### config.mk
export PLATFORM = sky130hd
export DESIGN_NAME = radio_ctrl_top
export DESIGN_NICKNAME = d
export VERILOG_FILES = /design/src/radio_ctrl_pkg.sv /design/src/input_debounce.sv /design/src/cw_keyer.sv /design/src/cmd_decoder.sv /design/src/response_fifo.sv /design/src/tx_switching.sv /design/src/radio_ctrl_top.sv
export SDC_FILE = /design/constraint.sdc
export NUM_CORES = 1
export LEC_CHECK = 0
export ABC_AREA = 1
export BUFFER_PORTS_ARGS = -buffer_cell sky130_fd_sc_hd__buf_2
export CORE_AREA = 2 2 163 165
export DETAILED_ROUTE_END_ITERATION = 6
export DIE_AREA = 0 0 165 167
export GPL_TIMING_DRIVEN = 0
export PLACE_DENSITY = 0.66
export SYNTH_ARGS = -nofsm -noshare
export SYNTH_HDL_FRONTEND = slang
export SYNTH_HIERARCHICAL = 1
export SYNTH_SLANG_ARGS = --single-unit
### constraint.sdc
create_clock -name clock_2_5MHz -period 5.8 [get_ports clock_2_5MHz]
set_input_delay 1.16 -clock clock_2_5MHz [delete_from_list [all_inputs] [get_ports clock_2_5MHz]]
set_output_delay 1.16 -clock clock_2_5MHz [all_outputs]
set_load 0.01 [all_outputs]
### src/radio_ctrl_pkg.sv
/* radio control package
   command, response and envelope types shared by the transmit control path */
package radio_ctrl_pkg;

  // ---------------------------------------------------------
  // host command bus
  // ---------------------------------------------------------

  // register address of a host command
  typedef logic [5:0]  cmd_addr_t;
  // command payload
  typedef logic [31:0] cmd_data_t;

  // acknowledged command as returned to the host
  // address sits in the upper bits
  typedef struct packed {
    cmd_addr_t addr;
    cmd_data_t data;
  } response_t;

  // last active receive channel
  typedef logic [4:0]  chan_t;
  // cw envelope amplitude
  typedef logic [17:0] cw_level_t;

  // ---------------------------------------------------------
  // register map
  // ---------------------------------------------------------

  // receive control, last channel in data[7:3]
  localparam cmd_addr_t CMD_ADDR_RX_CTRL = 6'h00;
  // transmit control, vna / pa / t/r flags
  localparam cmd_addr_t CMD_ADDR_TX_CTRL = 6'h09;

  localparam int LAST_CHAN_LSB  = 3;
  localparam int VNA_BIT        = 23;
  localparam int PA_ENABLE_BIT  = 19;
  localparam int TR_DISABLE_BIT = 18;

  // ramp ceiling, eight times the cordic full scale
  localparam cw_level_t CW_LEVEL_MAX_DEFAULT = 18'h26C00;

endpackage

### src/input_debounce.sv
/* input debounce
   stable-count filter for one raw active-low panel input */
`timescale 1ns/1ps

module input_debounce #(
  parameter int CYCLES = 12500
) (
  input  logic clock_2_5MHz,
  input  logic rst,
  input  logic raw_n_i,
  output logic clean_o
);

  // counter must reach CYCLES - 1
  localparam int CNT_W = $clog2(CYCLES + 1);

  logic             raw;
  logic             clean_q;
  logic [CNT_W-1:0] cnt_q;

  // active high view of the pin
  assign raw = ~raw_n_i;

  always_ff @(posedge clock_2_5MHz)
  begin
    if (rst)
    begin
      clean_q <= 1'b0;
      cnt_q   <= '0;
    end
    else if (raw == clean_q)
    begin
      // agreement restarts the run
      cnt_q <= '0;
    end
    else if (cnt_q == CNT_W'(CYCLES - 1))
    begin
      // CYCLES disagreeing samples in a row
      clean_q <= raw;
      cnt_q   <= '0;
    end
    else
    begin
      cnt_q <= cnt_q + CNT_W'(1);
    end
  end

  assign clean_o = clean_q;

endmodule

### src/cw_keyer.sv
/* cw keyer
   debounced key shaped into a linear rise and fall of the transmit envelope */
`timescale 1ns/1ps

module cw_keyer #(
  parameter int                        DEBOUNCE_CYCLES = 12500,
  parameter radio_ctrl_pkg::cw_level_t LEVEL_MAX       = radio_ctrl_pkg::CW_LEVEL_MAX_DEFAULT
) (
  input  logic                      clock_2_5MHz,
  input  logic                      rst,
  input  logic                      cwkey_n_i,
  output logic                      cw_active_o,
  output radio_ctrl_pkg::cw_level_t cw_level_o
);

  // keyer states
  typedef enum logic [1:0] {
    CW_IDLE     = 2'b00,
    CW_KEY_DOWN = 2'b01,
    CW_KEY_UP   = 2'b11
  } cw_state_t;

  cw_state_t                 state_q;
  radio_ctrl_pkg::cw_level_t level_q;
  logic                      clean_key;

  // key contact bounce filter
  input_debounce #(
    .CYCLES (DEBOUNCE_CYCLES)
  ) key_debounce (
    .clock_2_5MHz (clock_2_5MHz),
    .rst          (rst),
    .raw_n_i      (cwkey_n_i),
    .clean_o      (clean_key)
  );

  // ---------------------------------------------------------
  // envelope state machine
  // ---------------------------------------------------------
  always_ff @(posedge clock_2_5MHz)
  begin
    if (rst)
    begin
      state_q <= CW_IDLE;
      level_q <= '0;
    end
    else
    begin
      case (state_q)
        CW_IDLE:
        begin
          level_q <= '0;
          if (clean_key)
            state_q <= CW_KEY_DOWN;
        end
        CW_KEY_DOWN:
        begin
          // ramp up then hold at the ceiling
          if (level_q < LEVEL_MAX)
            level_q <= level_q + radio_ctrl_pkg::cw_level_t'(1);
          if (!clean_key)
            state_q <= CW_KEY_UP;
        end
        CW_KEY_UP:
        begin
          // ramp down fully even if the key returns
          if (level_q == '0)
            state_q <= CW_IDLE;
          else
            level_q <= level_q - radio_ctrl_pkg::cw_level_t'(1);
        end
        default:
        begin
          state_q <= CW_IDLE;
          level_q <= '0;
        end
      endcase
    end
  end

  // transmitting for the whole ramp
  assign cw_active_o = (state_q != CW_IDLE);
  assign cw_level_o  = level_q;

endmodule

### src/cmd_decoder.sv
/* command decoder
   host command strobe to rx/tx control registers, plus response words */
`timescale 1ns/1ps

module cmd_decoder (
  input  logic                      clock_2_5MHz,
  input  logic                      rst,
  input  radio_ctrl_pkg::cmd_addr_t cmd_addr_i,
  input  radio_ctrl_pkg::cmd_data_t cmd_data_i,
  input  logic                      cmd_rqst_i,
  input  logic                      cmd_resprqst_i,
  input  logic                      push_ready_i,
  output logic                      push_valid_o,
  output radio_ctrl_pkg::response_t push_data_o,
  output radio_ctrl_pkg::chan_t     last_chan_o,
  output logic                      vna_o,
  output logic                      pa_enable_o,
  output logic                      tr_disable_o
);

  radio_ctrl_pkg::chan_t last_chan_q;
  logic                  vna_q;
  logic                  pa_enable_q;
  logic                  tr_disable_q;

  // ---------------------------------------------------------
  // control registers
  // ---------------------------------------------------------
  always_ff @(posedge clock_2_5MHz)
  begin
    if (rst)
    begin
      // single receiver, vna off, pa off
      last_chan_q  <= '0;
      vna_q        <= 1'b0;
      pa_enable_q  <= 1'b0;
      tr_disable_q <= 1'b0;
    end
    else if (cmd_rqst_i)
    begin
      if (cmd_addr_i == radio_ctrl_pkg::CMD_ADDR_RX_CTRL)
      begin
        // number of iq streams to the host
        last_chan_q <= cmd_data_i[radio_ctrl_pkg::LAST_CHAN_LSB +: $bits(radio_ctrl_pkg::chan_t)];
      end
      if (cmd_addr_i == radio_ctrl_pkg::CMD_ADDR_TX_CTRL)
      begin
        vna_q        <= cmd_data_i[radio_ctrl_pkg::VNA_BIT];
        pa_enable_q  <= cmd_data_i[radio_ctrl_pkg::PA_ENABLE_BIT];
        tr_disable_q <= cmd_data_i[radio_ctrl_pkg::TR_DISABLE_BIT];
      end
      // other addresses belong to blocks outside this path
    end
  end

  // ---------------------------------------------------------
  // response producer
  // ---------------------------------------------------------

  // every address is acknowledged when asked
  // full queue drops the word, registers still update
  assign push_valid_o = cmd_rqst_i & cmd_resprqst_i & push_ready_i;

  // echo of the command as sampled on the strobe
  assign push_data_o.addr = cmd_addr_i;
  assign push_data_o.data = cmd_data_i;

  assign last_chan_o  = last_chan_q;
  assign vna_o        = vna_q;
  assign pa_enable_o  = pa_enable_q;
  assign tr_disable_o = tr_disable_q;

endmodule

### src/response_fifo.sv
/* response queue
   show-ahead circular buffer holding acknowledged commands for the host */
`timescale 1ns/1ps

module response_fifo #(
  parameter int DEPTH = 4
) (
  input  logic                      clock_2_5MHz,
  input  logic                      rst,
  input  logic                      push_valid_i,
  input  radio_ctrl_pkg::response_t push_data_i,
  output logic                      push_ready_o,
  input  logic                      pop_ready_i,
  output logic                      pop_valid_o,
  output radio_ctrl_pkg::response_t pop_data_o
);

  localparam int PTR_W = (DEPTH > 1) ? $clog2(DEPTH) : 1;
  localparam int CNT_W = $clog2(DEPTH + 1);

  radio_ctrl_pkg::response_t mem [DEPTH];
  logic [PTR_W-1:0]          wr_ptr_q;
  logic [PTR_W-1:0]          rd_ptr_q;
  logic [CNT_W-1:0]          count_q;
  logic                      push;
  logic                      pop;

  // wrap at DEPTH, not at a power of two
  function automatic logic [PTR_W-1:0] next_ptr(input logic [PTR_W-1:0] ptr);
    if (ptr == PTR_W'(DEPTH - 1))
      return '0;
    return ptr + PTR_W'(1);
  endfunction

  assign push_ready_o = (count_q != CNT_W'(DEPTH));
  assign pop_valid_o  = (count_q != '0);
  // head word visible while valid
  assign pop_data_o   = mem[rd_ptr_q];

  assign push = push_valid_i & push_ready_o;
  assign pop  = pop_valid_o & pop_ready_i;

  // storage
  always_ff @(posedge clock_2_5MHz)
  begin
    if (push)
      mem[wr_ptr_q] <= push_data_i;
  end

  // pointers and occupancy
  always_ff @(posedge clock_2_5MHz)
  begin
    if (rst)
    begin
      wr_ptr_q <= '0;
      rd_ptr_q <= '0;
      count_q  <= '0;
    end
    else
    begin
      if (push)
        wr_ptr_q <= next_ptr(wr_ptr_q);
      if (pop)
        rd_ptr_q <= next_ptr(rd_ptr_q);
      // simultaneous push and pop leaves the count alone
      case ({push, pop})
        2'b10:   count_q <= count_q + CNT_W'(1);
        2'b01:   count_q <= count_q - CNT_W'(1);
        default: count_q <= count_q;
      endcase
    end
  end

endmodule

### src/tx_switching.sv
/* transmit switching
   ptt combine with inhibit, and the pa, t/r and rf switch controls */
`timescale 1ns/1ps

module tx_switching #(
  parameter int DEBOUNCE_CYCLES = 12500
) (
  input  logic clock_2_5MHz,
  input  logic rst,
  input  logic ptt_n_i,
  input  logic txinhibit_n_i,
  input  logic cmd_ptt_i,
  input  logic cw_active_i,
  input  logic vna_i,
  input  logic pa_enable_i,
  input  logic tr_disable_i,
  output logic ptt_o,
  output logic tx_en_o,
  output logic pa_inttr_o,
  output logic pa_exttr_o,
  output logic pwr_envpa_o,
  output logic rfsw_sel_o
);

  logic clean_ptt;
  logic clean_inhibit;
  logic ptt;

  // panel ptt switch
  input_debounce #(
    .CYCLES (DEBOUNCE_CYCLES)
  ) ptt_debounce (
    .clock_2_5MHz (clock_2_5MHz),
    .rst          (rst),
    .raw_n_i      (ptt_n_i),
    .clean_o      (clean_ptt)
  );

  // external amplifier or sequencer inhibit
  input_debounce #(
    .CYCLES (DEBOUNCE_CYCLES)
  ) inhibit_debounce (
    .clock_2_5MHz (clock_2_5MHz),
    .rst          (rst),
    .raw_n_i      (txinhibit_n_i),
    .clean_o      (clean_inhibit)
  );

  // host, keyer or panel request, inhibit wins
  assign ptt = (cmd_ptt_i | cw_active_i | clean_ptt) & ~clean_inhibit;

  assign ptt_o       = ptt;
  // dac also runs for vna sweeps
  assign tx_en_o     = ptt | vna_i;
  assign pa_exttr_o  = ptt;
  // internal relay skipped only when pa off and t/r disabled
  assign pa_inttr_o  = ptt & (pa_enable_i | ~tr_disable_i);
  assign pwr_envpa_o = ptt & pa_enable_i;
  // route through the pa when enabled
  assign rfsw_sel_o  = pa_enable_i;

endmodule

### src/radio_ctrl_top.sv
/* radio control top
   command decode, response queue, cw keyer and transmit switching */
`timescale 1ns/1ps

module radio_ctrl_top #(
  parameter int                        DEBOUNCE_CYCLES = 12500,
  parameter radio_ctrl_pkg::cw_level_t CW_LEVEL_MAX    = radio_ctrl_pkg::CW_LEVEL_MAX_DEFAULT,
  parameter int                        RESP_DEPTH      = 4
) (
  input  logic                      clock_2_5MHz,
  input  logic                      rst,
  // host command port
  input  radio_ctrl_pkg::cmd_addr_t cmd_addr_i,
  input  radio_ctrl_pkg::cmd_data_t cmd_data_i,
  input  logic                      cmd_rqst_i,
  input  logic                      cmd_resprqst_i,
  input  logic                      cmd_ptt_i,
  // raw front panel, active low
  input  logic                      cwkey_n_i,
  input  logic                      ptt_n_i,
  input  logic                      txinhibit_n_i,
  // host response port
  input  logic                      resp_ready_i,
  output logic                      resp_valid_o,
  output radio_ctrl_pkg::response_t resp_data_o,
  // transmit state
  output logic                      ptt_o,
  output logic                      tx_en_o,
  output logic                      cw_active_o,
  output radio_ctrl_pkg::cw_level_t cw_level_o,
  output radio_ctrl_pkg::chan_t     last_chan_o,
  output logic                      vna_o,
  // pa and rf front end
  output logic                      pa_inttr_o,
  output logic                      pa_exttr_o,
  output logic                      pwr_envpa_o,
  output logic                      rfsw_sel_o
);

  logic                      push_valid;
  logic                      push_ready;
  radio_ctrl_pkg::response_t push_data;
  logic                      pa_enable;
  logic                      tr_disable;

  cmd_decoder cmd_decoder_inst (
    .clock_2_5MHz   (clock_2_5MHz),
    .rst            (rst),
    .cmd_addr_i     (cmd_addr_i),
    .cmd_data_i     (cmd_data_i),
    .cmd_rqst_i     (cmd_rqst_i),
    .cmd_resprqst_i (cmd_resprqst_i),
    .push_ready_i   (push_ready),
    .push_valid_o   (push_valid),
    .push_data_o    (push_data),
    .last_chan_o    (last_chan_o),
    .vna_o          (vna_o),
    .pa_enable_o    (pa_enable),
    .tr_disable_o   (tr_disable)
  );

  response_fifo #(
    .DEPTH (RESP_DEPTH)
  ) response_fifo_inst (
    .clock_2_5MHz (clock_2_5MHz),
    .rst          (rst),
    .push_valid_i (push_valid),
    .push_data_i  (push_data),
    .push_ready_o (push_ready),
    .pop_ready_i  (resp_ready_i),
    .pop_valid_o  (resp_valid_o),
    .pop_data_o   (resp_data_o)
  );

  cw_keyer #(
    .DEBOUNCE_CYCLES (DEBOUNCE_CYCLES),
    .LEVEL_MAX       (CW_LEVEL_MAX)
  ) cw_keyer_inst (
    .clock_2_5MHz (clock_2_5MHz),
    .rst          (rst),
    .cwkey_n_i    (cwkey_n_i),
    .cw_active_o  (cw_active_o),
    .cw_level_o   (cw_level_o)
  );

  tx_switching #(
    .DEBOUNCE_CYCLES (DEBOUNCE_CYCLES)
  ) tx_switching_inst (
    .clock_2_5MHz  (clock_2_5MHz),
    .rst           (rst),
    .ptt_n_i       (ptt_n_i),
    .txinhibit_n_i (txinhibit_n_i),
    .cmd_ptt_i     (cmd_ptt_i),
    .cw_active_i   (cw_active_o),
    .vna_i         (vna_o),
    .pa_enable_i   (pa_enable),
    .tr_disable_i  (tr_disable),
    .ptt_o         (ptt_o),
    .tx_en_o       (tx_en_o),
    .pa_inttr_o    (pa_inttr_o),
    .pa_exttr_o    (pa_exttr_o),
    .pwr_envpa_o   (pwr_envpa_o),
    .rfsw_sel_o    (rfsw_sel_o)
  );

endmodule

Yosys cells after proc, flatten, opt, wreduce, memory -nomap -nowiden --
Memory sizes are Yosys's and may differ from the RTL's. A register that Yosys moved wholly into a read port is not among the register bits. Cells that the tools add are included.
Cells by class: equality and inequality tests 19, reductions and logical operators 16, multiply operators 0, shift operators 0, add/sub/neg operators 9, bitwise gates (word level) 19, divide/modulo/power cells 0, magnitude comparators 1, multiplexer cells 22
Operator list (count):
- 14-bit by 1-bit adder with 14-bit output (second input constant) | 3
- 14-bit == test (second input constant) | 3
- 18-bit 2-to-1 mux | 2
- 18-bit case mux with 2 select lines | 1
- 18-bit by 1-bit adder with 18-bit output (second input constant) | 1
- 18-bit logical NOT | 1
- 18-bit < comparator (second input constant) | 1
- 2-bit 2-to-1 mux | 9
- 18-bit by 1-bit subtractor with 18-bit output (second input constant) | 1
- 2-bit AND reduction | 6
- 3-bit OR reduction | 3
- 2-bit == test (second input constant) | 4
- 1-bit 2-to-1 mux | 8
- 1-bit NOT | 8
- 1-bit AND | 7
- 6-bit by 4-bit == test with 1-bit output (second input constant) | 1
- 6-bit logical NOT | 1
- 2-bit inequality test (second input constant) | 3
- 2-bit case mux with 3 select lines | 1
- 3-bit case mux with 2 select lines | 1
- 2-bit by 1-bit adder with 2-bit output (second input constant) | 2
- 2-bit by 1-bit == test with 1-bit output (second input constant) | 2
- 2-bit by 1-bit inequality test with 1-bit output (second input constant) | 2
- 1-bit bitwise OR | 4
- 8 further kinds | 11
Word-level totals: bits of input ports 47, memories 1, latch bits 0, RAM bits 152, bits in read-only memories 0, flip-flop bits (word level) 80
Memories:
- response_fifo_inst.mem | depth 4, width 38, rd ports 1, clocked after memory_dff 1, wr ports 1, RTL line response_fifo.sv:21 | radio_ctrl_pkg::response_t mem [DEPTH];

Longest topological paths before layout --
depth after elaboration 7, mapped depth 19, mapped depth without buffers 18

Cells and area by module --
The synthesis kept the hierarchy.
By module, submodules not included:
- response_fifo | times used 1, cells each 438, area an instance 6135.9 um2
- input_debounce | times used 3, cells each 109, area an instance 797.0 um2
- cw_keyer | times used 1, cells each 347, area an instance 2094.5 um2
- cmd_decoder | times used 1, cells each 108, area an instance 703.2 um2
- tx_switching | times used 1, cells each 15, area an instance 68.8 um2

Worst setup path before layout --
Ideal clock, no wire load.
path kind in2reg, from in cmd_rqst_i, to mem response_fifo_inst/mem[0][0] (netlist name), enable pin, stages on the path 4, path buffers 0, required time 5.367 ns, library setup time 0.433 ns, path slack 2.237 ns, data arrival time 3.130 ns, cell sequence inv_1 nor2_1 nand2_1 nor2_1
Between the ends: cells in the longest elaborated chain, start to end 5
RTL lines:
- from (decl) | RTL line radio_ctrl_top.sv:15 | input logic cmd_rqst_i,
- 1-bit AND (2 in series) | RTL line cmd_decoder.sv:62 | assign push_valid_o = cmd_rqst_i & cmd_resprqst_i & push_ready_i;
- via push_valid | RTL line radio_ctrl_top.sv:40 | logic push_valid;
- 1-bit AND | RTL line response_fifo.sv:40 | assign push = push_valid_i & push_ready_o;
- 1-bit 2-to-1 mux | RTL line response_fifo.sv:46 | if (push)
- 1-bit 2-to-1 mux (not written as such) | RTL line response_fifo.sv:47 | mem[wr_ptr_q] <= push_data_i;
- to (decl) | RTL line response_fifo.sv:21
The timed path passes the listed nets, and every way through them passes these cells.

==> qor.csv <==
metric,value,unit
worstPathRequired,4.64,ns
max_freq,319,MHz
remaining_drc_errors,0,
cts.sinks,234,
vdd_ir_drop_max,0.283,mV
finalHoldViolCount,0,
skew,0.0118,ns
syn_area_per_cell,9.23,µm²
dieArea,0.0276,mm²
final_nets,1417,
synth_largest_area_cell,edfxtp_1,
grt.total_usage,18.6,%
syn_nets,1293,
vias_per_cell,4.98,
clkLatencyLatePin,0.53,ns
max_slew.worst_pin.slew,0.725,ns
critPathKind,reg2out,
crit_path_end_kind,output pin,
antenna_found_initial,3,
setup_viol,0,
p_per_area,336,mW/mm²
pwr-share-clk,34.9,%
numCtsBuffers,26,
clk_path_buf_depth,3,
vias,8548,
areaGrowthSynthToFinish,16.0,%
p_comb_share,22.5,%
postRouteAntennaNets,0,
grt_overflow,0,
reg2reg_from,response_fifo_inst/count_q[1],
gp_congestion,0.906,
synth_cell_types,41,
h-tree-depth,1,
io_pins,117,
coreArea,0.0258,mm²
grt_max_degree,30,
cts_tree,yes,
grt_pass1_wl,40.4,mm
rr_worst_depth,7,
synthCells,1235,
critPathArrivalTime,1.97,ns
drt_iter0_markers,615,
startpoint_type,register,
synth.area.top_cells,"edfxtp_1 40%, dfxtp_1 14%, nand2_1 6.7%",
initial_core_util,44.2,%
clk_pin_slew,0.06,ns
dpl.hpwl,18.3,mm
maxSlewHeadroom,51.6,%
hold_buffers,0,
num_rows,59,
placed_cell_area,0.0124,mm²
cap_violations,0,
wire_per_inst,15.2,µm
p_leak,5.25,nW
min_from,tx_switching_inst/inhibit_debounce/cnt_q[0],
power.total,4.44,mW
synth_edf_count,152,
ys.warnings.count,6,
maxSlewViolCount,0,
dr.pass1.iters,5,
yosysSeqAreaShare,54.5,%
synth_seq_cells,234,
sw_frac_of_total,29.6,%
synth_async_sr_flop_share,0,%
min_period,3.13,ns
netlist_area,0.0114,mm²
tns,0,ns
fin_area,0.0132,mm²
fp.dieH,167,µm
cts_resized,0,
port_buffers,92,
synthFlopType,edfxtp_1,
holdWs,0.451,ns
grt_setup_unrepaired,no,
synth_top_cells_by_count,"204 x nand2_1, 162 x nor2_1, 152 x edfxtp_1",
seqPwrFrac,42.6,%
power.switching,1.32,mW
drive_above_1_share,24.6,%
hold_path_depth,1,
cts_setup_buffers,0,
grt_pass1_vias,8100,
hp-class,reg2reg,
synth_most_common_cell,nand2_1,
worst-path-max-fanout,10,
status,"finished, final reports clean",
routed_wl,26.1,mm
fin_crit_sh,54.0,%
cts_root_buf,clkbuf_16,
die_w,165,µm
yosysTopAreaCellShare,40.1,%
p_int,3.12,mW
-- metrics by stage --
stage	worst slack [ns]	util, %	instances
final	2.67	51.3	1716
after global routing	2.54	51.3	1716
after CTS	2.65	51.3	1714
after detailed placement	2.69	48.1	1666
after global placement	0.773	47.6	1662
after floorplan	2.24	-	1235
-- flip-flops by register name, indices dropped and copies added (netlist names), 3 cells and up, named ones only --
signal                                    flops
cmd_decoder_inst/last_chan_o                  5
response_fifo_inst/mem                      152
cw_keyer_inst/cw_level_o                     18
response_fifo_inst/count_q                    3
tx_switching_inst/ptt_debounce/cnt_q         14
cw_keyer_inst/key_debounce/cnt_q             14
tx_switching_inst/inhibit_debounce/cnt_q     14
-- worst paths after layout --
kind	end	slack [ns]
worst min-delay path	tx_switching_inst/inhibit_debounce/cnt_q[0]	0.45
worst max register to register	response_fifo_inst/mem[0][10]	3.49
worst min register to register	tx_switching_inst/inhibit_debounce/cnt_q[0]	0.45
worst max-delay path	resp_data_o[4]	2.67
-- power by group through the flow --
stage	combinational (mW)	clock (mW)	sequential, mW
2_1_floorplan	0.614	0	1.92
3_3_place_gp	0.969	0	1.93
3_5_place_dp	1.00	0	1.93
4_1_cts	1.01	1.59	1.89
5_1_grt	1.10	1.66	1.90
6_report	0.999	1.55	1.89
-- area by class of cell --
type                       instances  area, µm²
multi-input combinational        790       4080
sequential                       234       6210
inverter                         133        502
timing repair buffer              96        548
clock buffer                      34        701
buffer                            78        634
antenna                            2       5.00
clock inverter                    14        115
tap                              335        419
fill                            2364      12600
-- cells by family after synthesis --
kind of cell             after synthesis  synth area share (%)
adder cells (fa/ha/maj)               11                  1.27
AND/OR/NAND/NOR                      585                  24.4
buffers and inverters                211                  9.97
AO/OA/AOI/OAI                        178                  8.70
flip-flops                           234                  54.5
XOR/XNOR                              16                  1.23
-- per-layer routing --
layer,GRT usage (%),share of wire [%],vias up
met4,6.96,3.2,0
met3,2.99,5.3,53
li1,-,-,4339
met2,33.2,50,204
met1,22.2,41,3952
met5,0,0,-
-- cells in the final DEF (no fill, tap or decap), types with 47 or more instances in the layout --
cell and instances:
nand2_1 204, nor2_1 158, edfxtp_1 152, inv_1 113, buf_2 96, nand3_1 84
dfxtp_1 82, o21ai_0 78, buf_4 47
-- critical path: stages (launching register included) --
cell	delay (ns)
dfxtp_1	0.34
inv_2	0.06
clkbuf_2	0.25
buf_2	0.27
o21ai_0	0.11
o22ai_1	0.23
buf_2	0.19
Power figures use the tool's default switching activity.
